## config.mk

```make
export PLATFORM = sky130hd
export DESIGN_NAME = cnn
export DESIGN_NICKNAME = d
export VERILOG_FILES = /design/src/common/cnn_pkg.sv /design/src/common/cnn_if.sv /design/src/conv/conv_layer.sv /design/src/pool/maxpool_layer.sv /design/src/pool/pool_banks.sv /design/src/cnn.sv /design/src/host_port.sv /design/src/input_store.sv
export SDC_FILE = /design/constraint.sdc
export NUM_CORES = 2
export LEC_CHECK = 0
export BUFFER_PORTS_ARGS = -buffer_cell sky130_fd_sc_hd__buf_2
export CAP_MARGIN = 20
export CORE_AREA = 3 3 450 452
export CTS_CLUSTER_SIZE = 24
export DETAILED_ROUTE_END_ITERATION = 6
export DIE_AREA = 0 0 453 455
export GPL_ROUTABILITY_DRIVEN = 1
export PLACE_DENSITY = 0.48
export SYNTH_ARGS = -nofsm -noshare
export SYNTH_HDL_FRONTEND = slang
export SYNTH_SLANG_ARGS = --single-unit
```

## constraint.sdc

```tcl
create_clock -name clk -period 10 [get_ports clk]
set_clock_uncertainty 0.15 [all_clocks]
set_input_delay 2 -clock clk [delete_from_list [all_inputs] [get_ports clk]]
set_output_delay 2 -clock clk [all_outputs]
set_load 0.01 [all_outputs]
```

## src/common/cnn_pkg.sv

```systemverilog
package cnn_pkg;

	////////////////////
	// widths
	typedef logic [31:0] bus_word_t;
	typedef logic [7:0] byte_t;
	typedef logic [7:0] pixel_t;
	typedef logic signed [7:0] weight_t;
	typedef logic signed [15:0] bias_t;
	typedef logic signed [23:0] acc_t;
	typedef logic [15:0] feature_t;
	typedef logic [2:0] coord_t;
	typedef logic [3:0] bank_addr_t;
	// pixel index in bits 9:4, kernel tap in bits 3:0
	typedef logic [9:0] store_addr_t;

	////////////////////
	// image geometry
	localparam int IMG_SIZE = 8;
	localparam int KERNEL_SIZE = 3;
	localparam int CONV_SIZE = 6;
	localparam int POOL_SIZE = 3;
	localparam int NUM_RESULTS = 9;
	localparam int FEATURE_MAX = 65535;

	////////////////////
	// address map
	// the low byte of an address indexes its region
	localparam bus_word_t REGION_MASK = 32'hffff_ff00;
	localparam bus_word_t PIXEL_BASE = 32'h1000_0000;
	localparam bus_word_t WEIGHT_BASE = 32'h2000_0000;
	localparam bus_word_t BIAS_BASE = 32'h3000_0000;
	localparam bus_word_t IMAGE_SET_ADDR = 32'h4000_0000;
	localparam bus_word_t INTERRUPT_ADDR = 32'h5000_0000;
	localparam bus_word_t RESULT_BASE = 32'hd000_0000;

	// convolution sequencer
	typedef enum logic [1:0] {IDLE, ACCUM, BIAS, SAVE} conv_state_t;

endpackage

```

## src/common/cnn_if.sv

```systemverilog
`timescale 1ns/1ps

// host writes into the pixel, weight and bias stores
interface store_write_if;
	cnn_pkg::byte_t addr;
	cnn_pkg::byte_t data;
	logic pixel_we;
	logic weight_we;
	logic bias_we;
	// upper byte of the bias
	logic bias_hi;

	modport host (output addr, data, pixel_we, weight_we, bias_we, bias_hi);
	modport store (input addr, data, pixel_we, weight_we, bias_we, bias_hi);
endinterface

// one convolution output per pulse
interface conv_save_if;
	logic save_enable;
	cnn_pkg::coord_t row;
	cnn_pkg::coord_t col;
	cnn_pkg::feature_t data;

	modport conv (output save_enable, row, col, data);
	modport bank (input save_enable, row, col, data);
endinterface

// one address returns a whole 2x2 window
interface bank_read_if;
	logic read_signal;
	cnn_pkg::bank_addr_t addr;
	cnn_pkg::feature_t even_even;
	cnn_pkg::feature_t even_odd;
	cnn_pkg::feature_t odd_even;
	cnn_pkg::feature_t odd_odd;

	modport pool (
		output read_signal, addr,
		input  even_even, even_odd, odd_even, odd_odd
	);
	modport bank (
		input  read_signal, addr,
		output even_even, even_odd, odd_even, odd_odd
	);
endinterface

```

## src/conv/conv_layer.sv

```systemverilog
`timescale 1ns/1ps

module conv_layer (
	input  logic                 clk,
	input  logic                 rst,
	input  logic                 start,
	output cnn_pkg::store_addr_t read_addr,
	input  cnn_pkg::pixel_t      pixel,
	input  cnn_pkg::weight_t     weight,
	input  cnn_pkg::bias_t       bias,
	conv_save_if.conv            save,
	output logic                 conv_done
);

	cnn_pkg::conv_state_t state;
	cnn_pkg::coord_t out_row;
	cnn_pkg::coord_t out_col;
	cnn_pkg::coord_t k_row;
	cnn_pkg::coord_t k_col;
	cnn_pkg::acc_t acc;
	cnn_pkg::acc_t product;
	logic [3:0] tap;
	logic first_tap;

	////////////////////
	// store addressing
	assign tap = 4'(k_row * cnn_pkg::KERNEL_SIZE + k_col);
	assign first_tap = (k_row == '0) && (k_col == '0);
	assign read_addr = {
		cnn_pkg::coord_t'(out_row + k_row),
		cnn_pkg::coord_t'(out_col + k_col),
		tap
	};

	// pixel and weight belong to the tap issued last cycle
	assign product = $signed({1'b0, pixel}) * weight;

	////////////////////
	// sequencer
	always_ff @(posedge clk)
	begin
		if (rst)
		begin
			state <= cnn_pkg::IDLE;
			out_row <= '0;
			out_col <= '0;
			k_row <= '0;
			k_col <= '0;
			conv_done <= 1'b0;
		end
		else
		begin
			conv_done <= 1'b0;
			case (state)
				cnn_pkg::IDLE:
				begin
					if (start)
						state <= cnn_pkg::ACCUM;
				end
				cnn_pkg::ACCUM:
				begin
					if (k_col == cnn_pkg::KERNEL_SIZE - 1)
					begin
						k_col <= '0;
						if (k_row == cnn_pkg::KERNEL_SIZE - 1)
						begin
							k_row <= '0;
							state <= cnn_pkg::BIAS;
						end
						else
							k_row <= k_row + 1'b1;
					end
					else
						k_col <= k_col + 1'b1;
				end
				cnn_pkg::BIAS:
					state <= cnn_pkg::SAVE;
				cnn_pkg::SAVE:
				begin
					state <= cnn_pkg::ACCUM;
					if (out_col == cnn_pkg::CONV_SIZE - 1)
					begin
						out_col <= '0;
						if (out_row == cnn_pkg::CONV_SIZE - 1)
						begin
							out_row <= '0;
							state <= cnn_pkg::IDLE;
							conv_done <= 1'b1;
						end
						else
							out_row <= out_row + 1'b1;
					end
					else
						out_col <= out_col + 1'b1;
				end
				default:
					state <= cnn_pkg::IDLE;
			endcase
		end
	end

	// last product arrives together with the bias
	always_ff @(posedge clk)
	begin
		case (state)
			cnn_pkg::ACCUM:
				acc <= first_tap ? '0 : acc + product;
			cnn_pkg::BIAS:
				acc <= acc + product + bias;
			default:
				acc <= acc;
		endcase
	end

	////////////////////
	// ReLU and clip
	assign save.save_enable = state == cnn_pkg::SAVE;
	assign save.row = out_row;
	assign save.col = out_col;

	always_comb
	begin
		if (acc < 0)
			save.data = '0;
		else if (acc > cnn_pkg::FEATURE_MAX)
			save.data = cnn_pkg::feature_t'(cnn_pkg::FEATURE_MAX);
		else
			save.data = acc[15:0];
	end

endmodule

```

## src/pool/maxpool_layer.sv

```systemverilog
`timescale 1ns/1ps

module maxpool_layer (
	input  logic                clk,
	input  logic                rst,
	input  logic                conv_done,
	bank_read_if.pool           read,
	output logic                result_we,
	output cnn_pkg::bank_addr_t result_addr,
	output cnn_pkg::feature_t   result_data,
	output logic                pool_done
);

	logic busy;
	// low for the read, high for the write
	logic phase;
	cnn_pkg::bank_addr_t idx;
	cnn_pkg::feature_t top_max;
	cnn_pkg::feature_t bottom_max;

	assign read.read_signal = busy && !phase;
	assign read.addr = idx;
	assign result_we = busy && phase;
	assign result_addr = idx;

	////////////////////
	// 2x2 maximum
	assign top_max = (read.even_even > read.even_odd) ? read.even_even : read.even_odd;
	assign bottom_max = (read.odd_even > read.odd_odd) ? read.odd_even : read.odd_odd;
	assign result_data = (top_max > bottom_max) ? top_max : bottom_max;

	always_ff @(posedge clk)
	begin
		if (rst)
		begin
			busy <= 1'b0;
			phase <= 1'b0;
			idx <= '0;
			pool_done <= 1'b0;
		end
		else
		begin
			pool_done <= 1'b0;
			if (!busy)
			begin
				busy <= conv_done;
				phase <= 1'b0;
				idx <= '0;
			end
			else if (!phase)
				phase <= 1'b1;
			else
			begin
				phase <= 1'b0;
				if (idx == cnn_pkg::NUM_RESULTS - 1)
				begin
					busy <= 1'b0;
					idx <= '0;
					pool_done <= 1'b1;
				end
				else
					idx <= idx + 1'b1;
			end
		end
	end

endmodule

```

## src/pool/pool_banks.sv

```systemverilog
`timescale 1ns/1ps

module pool_banks (
	input  logic      clk,
	input  logic      rst,
	conv_save_if.bank save,
	bank_read_if.bank read
);

	// index is {row parity, col parity}
	cnn_pkg::feature_t bank [4][cnn_pkg::NUM_RESULTS];
	logic [1:0] save_bank;
	cnn_pkg::bank_addr_t save_addr;

	assign save_bank = {save.row[0], save.col[0]};
	assign save_addr = cnn_pkg::bank_addr_t'((save.row >> 1) * cnn_pkg::POOL_SIZE
		+ (save.col >> 1));

	always_ff @(posedge clk)
	begin
		if (save.save_enable)
			bank[save_bank][save_addr] <= save.data;
	end

	// whole 2x2 window one cycle after the request
	always_ff @(posedge clk)
	begin
		if (rst)
		begin
			read.even_even <= '0;
			read.even_odd <= '0;
			read.odd_even <= '0;
			read.odd_odd <= '0;
		end
		else if (read.read_signal)
		begin
			read.even_even <= bank[0][read.addr];
			read.even_odd <= bank[1][read.addr];
			read.odd_even <= bank[2][read.addr];
			read.odd_odd <= bank[3][read.addr];
		end
	end

endmodule

```

## src/cnn.sv

```systemverilog
`timescale 1ns/1ps

module cnn (
	input  logic               clk,
	input  logic               rst,
	input  cnn_pkg::bus_word_t araddr,
	input  logic               arvalid,
	input  cnn_pkg::bus_word_t awaddr,
	input  logic               awvalid,
	input  cnn_pkg::bus_word_t wdata,
	input  logic               wvalid,
	output cnn_pkg::bus_word_t rdata,
	output logic               interrupt_signal
);

	logic start;
	logic conv_done;
	logic pool_done;
	logic result_we;
	cnn_pkg::bank_addr_t result_addr;
	cnn_pkg::feature_t result_data;

	cnn_pkg::store_addr_t store_read_addr;
	cnn_pkg::pixel_t store_pixel;
	cnn_pkg::weight_t store_weight;
	cnn_pkg::bias_t store_bias;

	store_write_if store_bus ();
	conv_save_if save_bus ();
	bank_read_if read_bus ();

	////////////////////
	// bus side
	host_port host_port_i (
		.clk              (clk),
		.rst              (rst),
		.araddr           (araddr),
		.arvalid          (arvalid),
		.awaddr           (awaddr),
		.awvalid          (awvalid),
		.wdata            (wdata),
		.wvalid           (wvalid),
		.rdata            (rdata),
		.interrupt_signal (interrupt_signal),
		.store            (store_bus.host),
		.start            (start),
		.result_we        (result_we),
		.result_addr      (result_addr),
		.result_data      (result_data),
		.pool_done        (pool_done)
	);

	input_store input_store_i (
		.clk       (clk),
		.store     (store_bus.store),
		.read_addr (store_read_addr),
		.pixel     (store_pixel),
		.weight    (store_weight),
		.bias      (store_bias)
	);

	////////////////////
	// datapath
	conv_layer conv_layer_i (
		.clk       (clk),
		.rst       (rst),
		.start     (start),
		.read_addr (store_read_addr),
		.pixel     (store_pixel),
		.weight    (store_weight),
		.bias      (store_bias),
		.save      (save_bus.conv),
		.conv_done (conv_done)
	);

	pool_banks pool_banks_i (
		.clk  (clk),
		.rst  (rst),
		.save (save_bus.bank),
		.read (read_bus.bank)
	);

	maxpool_layer maxpool_layer_i (
		.clk         (clk),
		.rst         (rst),
		.conv_done   (conv_done),
		.read        (read_bus.pool),
		.result_we   (result_we),
		.result_addr (result_addr),
		.result_data (result_data),
		.pool_done   (pool_done)
	);

endmodule

```

## src/host_port.sv

```systemverilog
`timescale 1ns/1ps

module host_port (
	input  logic                clk,
	input  logic                rst,
	input  cnn_pkg::bus_word_t  araddr,
	input  logic                arvalid,
	input  cnn_pkg::bus_word_t  awaddr,
	input  logic                awvalid,
	input  cnn_pkg::bus_word_t  wdata,
	input  logic                wvalid,
	output cnn_pkg::bus_word_t  rdata,
	output logic                interrupt_signal,
	store_write_if.host         store,
	output logic                start,
	input  logic                result_we,
	input  cnn_pkg::bank_addr_t result_addr,
	input  cnn_pkg::feature_t   result_data,
	input  logic                pool_done
);

	logic bus_write;
	logic pixel_hit;
	logic weight_hit;
	logic bias_hit;
	logic result_hit;
	cnn_pkg::feature_t result_mem [cnn_pkg::NUM_RESULTS];

	// address and data arrive together
	assign bus_write = awvalid && wvalid;
	assign pixel_hit = (awaddr & cnn_pkg::REGION_MASK) == cnn_pkg::PIXEL_BASE;
	assign weight_hit = (awaddr & cnn_pkg::REGION_MASK) == cnn_pkg::WEIGHT_BASE;
	assign bias_hit = (awaddr & cnn_pkg::REGION_MASK) == cnn_pkg::BIAS_BASE;

	////////////////////
	// write decode
	always_ff @(posedge clk)
	begin
		if (rst)
		begin
			store.pixel_we <= 1'b0;
			store.weight_we <= 1'b0;
			store.bias_we <= 1'b0;
			start <= 1'b0;
		end
		else
		begin
			store.pixel_we <= bus_write && pixel_hit;
			store.weight_we <= bus_write && weight_hit;
			store.bias_we <= bus_write && bias_hit;
			start <= bus_write && (awaddr == cnn_pkg::IMAGE_SET_ADDR);
		end
	end

	// index and byte of the current write
	always_ff @(posedge clk)
	begin
		store.addr <= awaddr[7:0];
		store.data <= wdata[7:0];
		store.bias_hi <= awaddr[0];
	end

	// set at the end of a run, cleared by a zero write
	always_ff @(posedge clk)
	begin
		if (rst)
			interrupt_signal <= 1'b0;
		else if (pool_done)
			interrupt_signal <= 1'b1;
		else if (bus_write && (awaddr == cnn_pkg::INTERRUPT_ADDR) && (wdata == '0))
			interrupt_signal <= 1'b0;
	end

	////////////////////
	// result memory
	always_ff @(posedge clk)
	begin
		if (rst)
		begin
			for (int i = 0; i < cnn_pkg::NUM_RESULTS; i++)
			begin
				result_mem[i] <= '0;
			end
		end
		else if (result_we)
		begin
			result_mem[result_addr] <= result_data;
		end
	end

	assign result_hit = arvalid
		&& ((araddr & cnn_pkg::REGION_MASK) == cnn_pkg::RESULT_BASE)
		&& (araddr[7:0] < cnn_pkg::NUM_RESULTS);

	// anything outside the result region reads as zero
	always_ff @(posedge clk)
	begin
		if (rst)
			rdata <= '0;
		else if (result_hit)
			rdata <= cnn_pkg::bus_word_t'(result_mem[araddr[3:0]]);
		else
			rdata <= '0;
	end

endmodule

```

## src/input_store.sv

```systemverilog
`timescale 1ns/1ps

module input_store (
	input  logic                 clk,
	store_write_if.store         store,
	input  cnn_pkg::store_addr_t read_addr,
	output cnn_pkg::pixel_t      pixel,
	output cnn_pkg::weight_t     weight,
	output cnn_pkg::bias_t       bias
);

	cnn_pkg::pixel_t pixel_mem [cnn_pkg::IMG_SIZE * cnn_pkg::IMG_SIZE];
	cnn_pkg::weight_t weight_mem [cnn_pkg::KERNEL_SIZE * cnn_pkg::KERNEL_SIZE];

	////////////////////
	// host writes
	always_ff @(posedge clk)
	begin
		// pixel index is row * 8 + col
		if (store.pixel_we)
			pixel_mem[store.addr[5:0]] <= store.data;
		if (store.weight_we && (store.addr < cnn_pkg::KERNEL_SIZE * cnn_pkg::KERNEL_SIZE))
			weight_mem[store.addr[3:0]] <= cnn_pkg::weight_t'(store.data);
		if (store.bias_we)
		begin
			if (store.bias_hi)
				bias[15:8] <= store.data;
			else
				bias[7:0] <= store.data;
		end
	end

	////////////////////
	// layer reads
	// one cycle behind the address
	always_ff @(posedge clk)
	begin
		pixel <= pixel_mem[read_addr[9:4]];
		weight <= weight_mem[read_addr[3:0]];
	end

endmodule

```

Word level (Yosys, flattened, before mapping)
Memory sizes are Yosys's and may differ from the RTL's. A register that Yosys moved wholly into a read port is not among the register bits.
Index checks and enable logic that the tools add are counted.
Word-level totals
  bits in registers: 164
  input bits: 101
  memories kept: 4
  output and inout bits: 33
  logic and storage cells: 165
  RAM bits: 1304
Memory list
  pool_banks_i.bank: depth 4, width 144, read ports 4, clocked after memory_dff 0, write ports 1, RTL line pool_banks.sv:11  | cnn_pkg::feature_t bank [4][cnn_pkg::NUM_RESULTS];
  input_store_i.pixel_mem: depth 64, width 8, read ports 1, clocked after memory_dff 1, write ports 1, RTL line input_store.sv:12  | cnn_pkg::pixel_t pixel_mem [cnn_pkg::IMG_SIZE * cnn_pkg::IMG_SIZE];
  host_port_i.result_mem: depth 9, width 16, read ports 1, clocked after memory_dff 1, write ports 9, RTL line host_port.sv:27  | cnn_pkg::feature_t result_mem [cnn_pkg::NUM_RESULTS];
  input_store_i.weight_mem: depth 9, width 8, read ports 1, clocked after memory_dff 1, write ports 1, RTL line input_store.sv:13  | cnn_pkg::weight_t weight_mem [cnn_pkg::KERNEL_SIZE * cnn_pkg::KERNEL_SIZE];
Operators by class
  add/sub/neg operators: 12
  reduce and logical (&&, ||, !) cells: 31
  multiply operators: 3
  $lt $le $gt $ge: 10
  eq/ne operators: 17
  mux-type cells: 54
  bitwise gates (word level): 8
Operators by type and width (number)
  binary-select mux 16 bit (select 4 bit): 4
  two-way mux 16 bit: 15
  two-way mux 144 bit: 1
  demux 16 bit (select 4 bit): 1
  == test 32 x 31 -> 1 bit (second input constant): 2
  == test 24 x 22 -> 1 bit (second input constant): 2
  greater-than comparator 16 bit: 3
  one-hot mux 24 bit (2 select lines): 1
  zero test 32 bit: 1
  adder 24 x 16 -> 24 bit: 1
  adder 24 x 17 -> 24 bit: 1
  adder 24 bit: 1
  == test 24 x 21 -> 1 bit (second input constant): 1
  == test 24 bit (second input constant): 1
  greater-than comparator 24 x 17 -> 1 bit (second input constant): 1
  less-than comparator 24 x 1 -> 1 bit (second input constant): 1
  two-way mux 24 bit: 1
  two-way mux 1 bit: 20
  multiplier 9 x 8 -> 17 bit: 1
  less-than comparator 8 x 4 -> 1 bit (second input constant): 2
  OR reduction 16 bit: 1
  logical AND 1 bit: 14
  adder 3 x 1 -> 3 bit (second input constant): 4
  two-way mux 3 bit: 4
  28 further kinds: 51

Logic depth before layout (Yosys ltp)
  word-level depth: 8
  gate-level depth with buffers: 32
  gate-level depth less buffers: 32

Modules after synthesis
From an unflattened synthesis, not the netlist that was laid out.
Unflattened totals
  cells, all modules: 4124
  area, all modules: 68997.4 µm²
By module, submodules not included
  pool_banks: seq. area each 18577.8 µm², cells an instance 1214, instances 1, area an instance 23984.3 µm²
  input_store: seq. area each 18337.6 µm², cells an instance 1080, instances 1, area an instance 23530.1 µm²
  host_port: seq. area each 8428.1 µm², cells an instance 682, instances 1, area an instance 11907.7 µm²
  conv_layer: seq. area each 1021.0 µm², cells an instance 830, instances 1, area an instance 7136.8 µm²
  maxpool_layer: seq. area each 140.1 µm², cells an instance 318, instances 1, area an instance 2438.6 µm²

Worst setup path before layout
Ideal clock, no wire load.
  kind: register to register
  start point: register input_store_i.weight[7] (read register of input_store_i.weight_mem)
  end point: register conv_layer_i.acc[23], data pin
  data arrival time: 6.632 ns
  cell stages (with the launch flop): 29
  slack: 2.947 ns
  data required time: 9.579 ns
  setup time: 0.271 ns
  cells stage by stage: dfxtp_1 > inv_1 > fa_1 > fa_1 > inv_1 > fa_1 > inv_1 > fa_1 > inv_1 > ha_1 > o21ai_0 > o21bai_1 > a21oi_1 > o21bai_1 > a211oi_2 > a21oi_1 > xnor2_1 > inv_1 > fa_1 > inv_1 > ha_1 > a21oi_1 > o21ai_0 > a21oi_1 > o221ai_1 > a21o_1 > a21oi_1 > xnor2_1 > o22ai_1
On the way
  longest elaborated chain between the ends: 4
  elaborated cells on any way between the ends: 6
Ends and longest elaborated chain
  from (decl): RTL line input_store.sv:8  | output cnn_pkg::weight_t weight,
  multiplier 9 x 8 -> 17 bit (*): RTL line conv_layer.sv:36  | assign product = $signed({1'b0, pixel}) * weight;
  adder 24 x 17 -> 24 bit or adder 24 bit (tied branches): RTL line conv_layer.sv:109, conv_layer.sv:107
  adder 24 x 16 -> 24 bit or two-way mux 24 bit (tied branches): RTL line conv_layer.sv:109, conv_layer.sv:107
  one-hot mux 24 bit (2 select lines) (*): RTL line conv_layer.sv:105  | case (state)
  to (signal assigned): RTL line conv_layer.sv:107  | acc <= first_tap ? '0 : acc + product;
  to (signal assigned): RTL line conv_layer.sv:109  | acc <= acc + product + bias;
  to (decl): RTL line conv_layer.sv:20  | cnn_pkg::acc_t acc;
Every way passes the cells marked *; elsewhere a longest branch is shown, timed or not.
A chain may end at the register's enable or synchronous reset.

Worst setup path in the final report
Same ends and word-level chain as after synthesis.

==> flow_metrics.env <==
export IMPL_dr_pass1_iters=5
export IMPL_grt_max_degree=129
export IMPL_clkTransAtPathRegs_ns=0.06
export IMPL_clock_latency_ns=0.80
export IMPL_num_rows=164
export IMPL_antenna_left=0
export IMPL_critical_path_max_stage_delay_ns=0.53
export IMPL_io_buffers=117
export IMPL_synthCells=4251
export IMPL_arrival_ns=7.55
export IMPL_ys_seq_area_share_pct=67.0
export IMPL_antenna_found_initial=4
export IMPL_nets=4743
export IMPL_post_route_min_period_ns=7.22
export IMPL_synth_top_flop_cell="edfxtp_1"
export IMPL_place_ws_ns=2.79
export IMPL_num_vias=37800
export IMPL_clock_fmax_ghz=0.138
export IMPL_ys_top_cells_by_count="1,456 x edfxtp_1, 318 x nor2_1, 302 x mux4_2"
export IMPL_die_h_um=455
export IMPL_drc=0
export IMPL_worst_setup_path_start_kind="register"
export IMPL_hold_viol_final=0
export IMPL_reg2regPathDepth=29
export IMPL_cts_tree="done"
export IMPL_slew_viol_final=0
export IMPL_clockBufferDepth=3
export IMPL_relSlewSlack_pct=21.1
export IMPL_syn_area_um2=69400
export IMPL_drt_total_wl_um=181000
export IMPL_vdd_drop_max_mv=0.405
export IMPL_run_status="complete, no violations"
export IMPL_dp_cells=6902
export IMPL_initial_core_util_pct=34.8
export IMPL_dpl_hpwl_um=111000
export IMPL_setup_viol=0
export IMPL_r2r_start="input_store_i.weight[7]"
export IMPL_wl_met3_um=7580
export IMPL_nFillCells=18200
export IMPL_viasPerCell=5.23
export IMPL_worst_path_max_delay_cell="fa_1"
export IMPL_die_area_um2=206000
export IMPL_seq_area_um2=46500
export IMPL_place_area_um2=73500
export IMPL_cts_max_level=4
export IMPL_cts_hold_buffers=0
export IMPL_async_reset_ff_share_pct=0
export IMPL_path_class="reg2reg"
export IMPL_required_ns=10.33
export IMPL_cts_sinks=1595
export IMPL_holdCritStartpoint="host_port_i.interrupt_signal"
export IMPL_cts_setup_buffers=0
export IMPL_tns_ns=0
export IMPL_wl_per_cell_um=25.1
export IMPL_grt_pass1_wl_um=267000
export IMPL_worst_slack_ns=2.78
export IMPL_critPathMostFrequentCell="inv_1"
export IMPL_hold_path_endpoint="host_port_i.interrupt_signal"
export IMPL_critPathMaxFanout=10
export IMPL_syn_to_final_growth_pct=13.9
export IMPL_ioPinCount=134
export IMPL_synth_area_top_cells="edfxtp_1 63%, mux4_2 9.8%, dfxtp_1 4.0%"
export IMPL_final_cells=7219
export IMPL_top_layer="met4"
export IMPL_grt_usage_pct=17.4
export IMPL_synth_top_cell_by_area="edfxtp_1"
export IMPL_core_um2=199000
export IMPL_die_width_um=453
export IMPL_globalplace_congestion=0.780
export IMPL_tightest_slew_ns=1.15
export IMPL_drtIter0Drc=2860
export IMPL_cts_resized_gates=0
export IMPL_cellPowerDensity_nw_per_um2=272
export IMPL_multi_input_area_um2=21200
export IMPL_layout_drive_gt1_share_pct=20.7
export IMPL_hold_depth=2
export IMPL_ff2ff_setup_slack_ns=2.78
export IMPL_fin_util_pct=39.7
export IMPL_wl_met1_um=81700
export IMPL_ys_ff_latch=1595
export IMPL_grt_pass1_vias=38300
export IMPL_max_cap_viol_count=0
export IMPL_rsz0062_at_grt="no"
export IMPL_grt_ovfl_total=0
export IMPL_p_leak_nw=25.9
export IMPL_ys_warn_count=0
export IMPL_worst_hold_path_type="reg2reg"
export IMPL_synth_cell_types=70
export IMPL_numCtsBuffers=169
export IMPL_yosysMostFrequentCell="edfxtp_1"
export IMPL_met2_length_um=88300
export IMPL_syn_area_per_cell_um2=16.3
export IMPL_worstSetupEndpointType="register"
export IMPL_synth_edff_count=1456
export IMPL_timing_rr_end="conv_layer_i.acc[23]"
export IMPL_root_buffer="clkbuf_16"
export IMPL_synth_top_area_share_pct=63.0
export IMPL_final_area_um2=79000
export IMPL_min_period_over_period_pct=72.2
==> power by group <==
| part | internal [W] | switching (W) | leakage, nW | total, W |
|---|---|---|---|---|
| clock network | 0.00352 | 0.00266 | 2.65 | 0.00618 |
| registers | 0.00748 | 0.0000685 | 14.4 | 0.00755 |
| logic | 0.00320 | 0.00459 | 8.80 | 0.00779 |
==> layer usage <==
metal  vias to the layer above  track usage, %
met4                         0            4.01
met3                       220            2.57
met2                       841            28.7
li1                      17000               -
met1                     19700            24.3
met5                         -               0
==> cell families after synthesis <==
kind of cell / Yosys count / synth area share (%)
adders and majority gates: 223 / 4.77
xor gates and xnor gates: 63 / 0.795
buffers and inverters: 495 / 3.05
other: 1 / 0.00541
DFF: 1595 / 67.0
AOI/OAI and AO/OA: 724 / 7.14
muxes: 498 / 12.7
and+or+nand+nor: 652 / 4.46
==> final cells by class <==
| cell class | instances | area share [%] |
|---|---|---|
| clock buffer | 231 | 5.89 |
| tap | 2656 | 4.21 |
| multi-input combinational | 2176 | 26.8 |
| antenna | 2 | 0.00633 |
| inverter | 234 | 1.11 |
| timing repair buffer | 243 | 2.04 |
| clock inverter | 82 | 1.05 |
| sequential | 1595 | 58.9 |
==> worst max-delay path, delay by kind of cell (launching register included) <==
family	cells	cell delay (ns)
AOI/OAI and AO/OA	13	2.10
adders and majority gates	7	3.20
DFF	1	0.42
xor gates and xnor gates	2	0.29
buffers and inverters	7	0.73
==> cells in the final DEF, fill, tap and decap left out, types with 48 or more instances in the layout <==
| cell type | synthesis | layout |
|---|---|---|
| a21oi_1 | 153 | 152 |
| ha_1 | 154 | 153 |
| nor2b_1 | 50 | 48 |
| o22ai_1 | 120 | 120 |
| mux2i_1 | 132 | 131 |
| dfxtp_1 | 139 | 127 |
| inv_1 | 232 | 232 |
| edfxtp_1 | 1456 | 1456 |
| nor2_1 | 318 | 313 |
| a211oi_1 | 58 | 58 |
| a22oi_1 | 66 | 66 |
| mux4_2 | 302 | 302 |
| buf_2 | 67 | 115 |
| fa_1 | 69 | 67 |
| buf_4 | 22 | 121 |
| nand2_1 | 74 | 73 |
| mux2_2 | 64 | 64 |
| o221ai_1 | 65 | 65 |
| clkbuf_16 | 0 | 172 |
| o21ai_0 | 95 | 95 |
==> flip-flops by register name, summed over array words and instances (netlist names), 4 cells and up <==
signal                       flops
conv_layer_i.acc                24
host_port_i.rdata               16
host_port_i.result_mem         256
host_port_i.store.addr           8
host_port_i.store.data           8
input_store_i.bias              16
input_store_i.pixel              8
input_store_i.pixel_mem        512
input_store_i.weight             8
input_store_i.weight_mem        72
maxpool_layer_i.read.addr        4
pool_banks_i.bank              576
pool_banks_i.read.even_even     16
pool_banks_i.read.even_odd      16
pool_banks_i.read.odd_even      16
pool_banks_i.read.odd_odd       16
==> worst max-delay path by stage <==
| stage | cells after the start | start | slack [ns] | end |
|---|---|---|---|---|
| 4_1_cts | 29 | input_store_i.weight[7] | 2.73 | conv_layer_i.acc[23] |
| 3_3_place_gp | 29 | input_store_i.weight[7] | 2.71 | conv_layer_i.acc[23] |
| 2_1_floorplan | 28 | input_store_i.weight[7] | 2.95 | conv_layer_i.acc[23] |
| 5_1_grt | 29 | input_store_i.weight[7] | 2.20 | conv_layer_i.acc[23] |
| 6_report | 29 | input_store_i.weight[7] | 2.78 | conv_layer_i.acc[23] |
| 3_5_place_dp | 29 | input_store_i.weight[7] | 2.79 | conv_layer_i.acc[23] |
==> per-stage QoR <==
step,total power [W],hold slack (ns)
floorplan,0.0136,0.263
global placement,0.0154,0.333
detailed placement,0.0154,0.334
CTS,0.0217,0.350
global route,0.0229,0.364
finish,0.0215,0.338
Power figures use the tool's default switching activity.
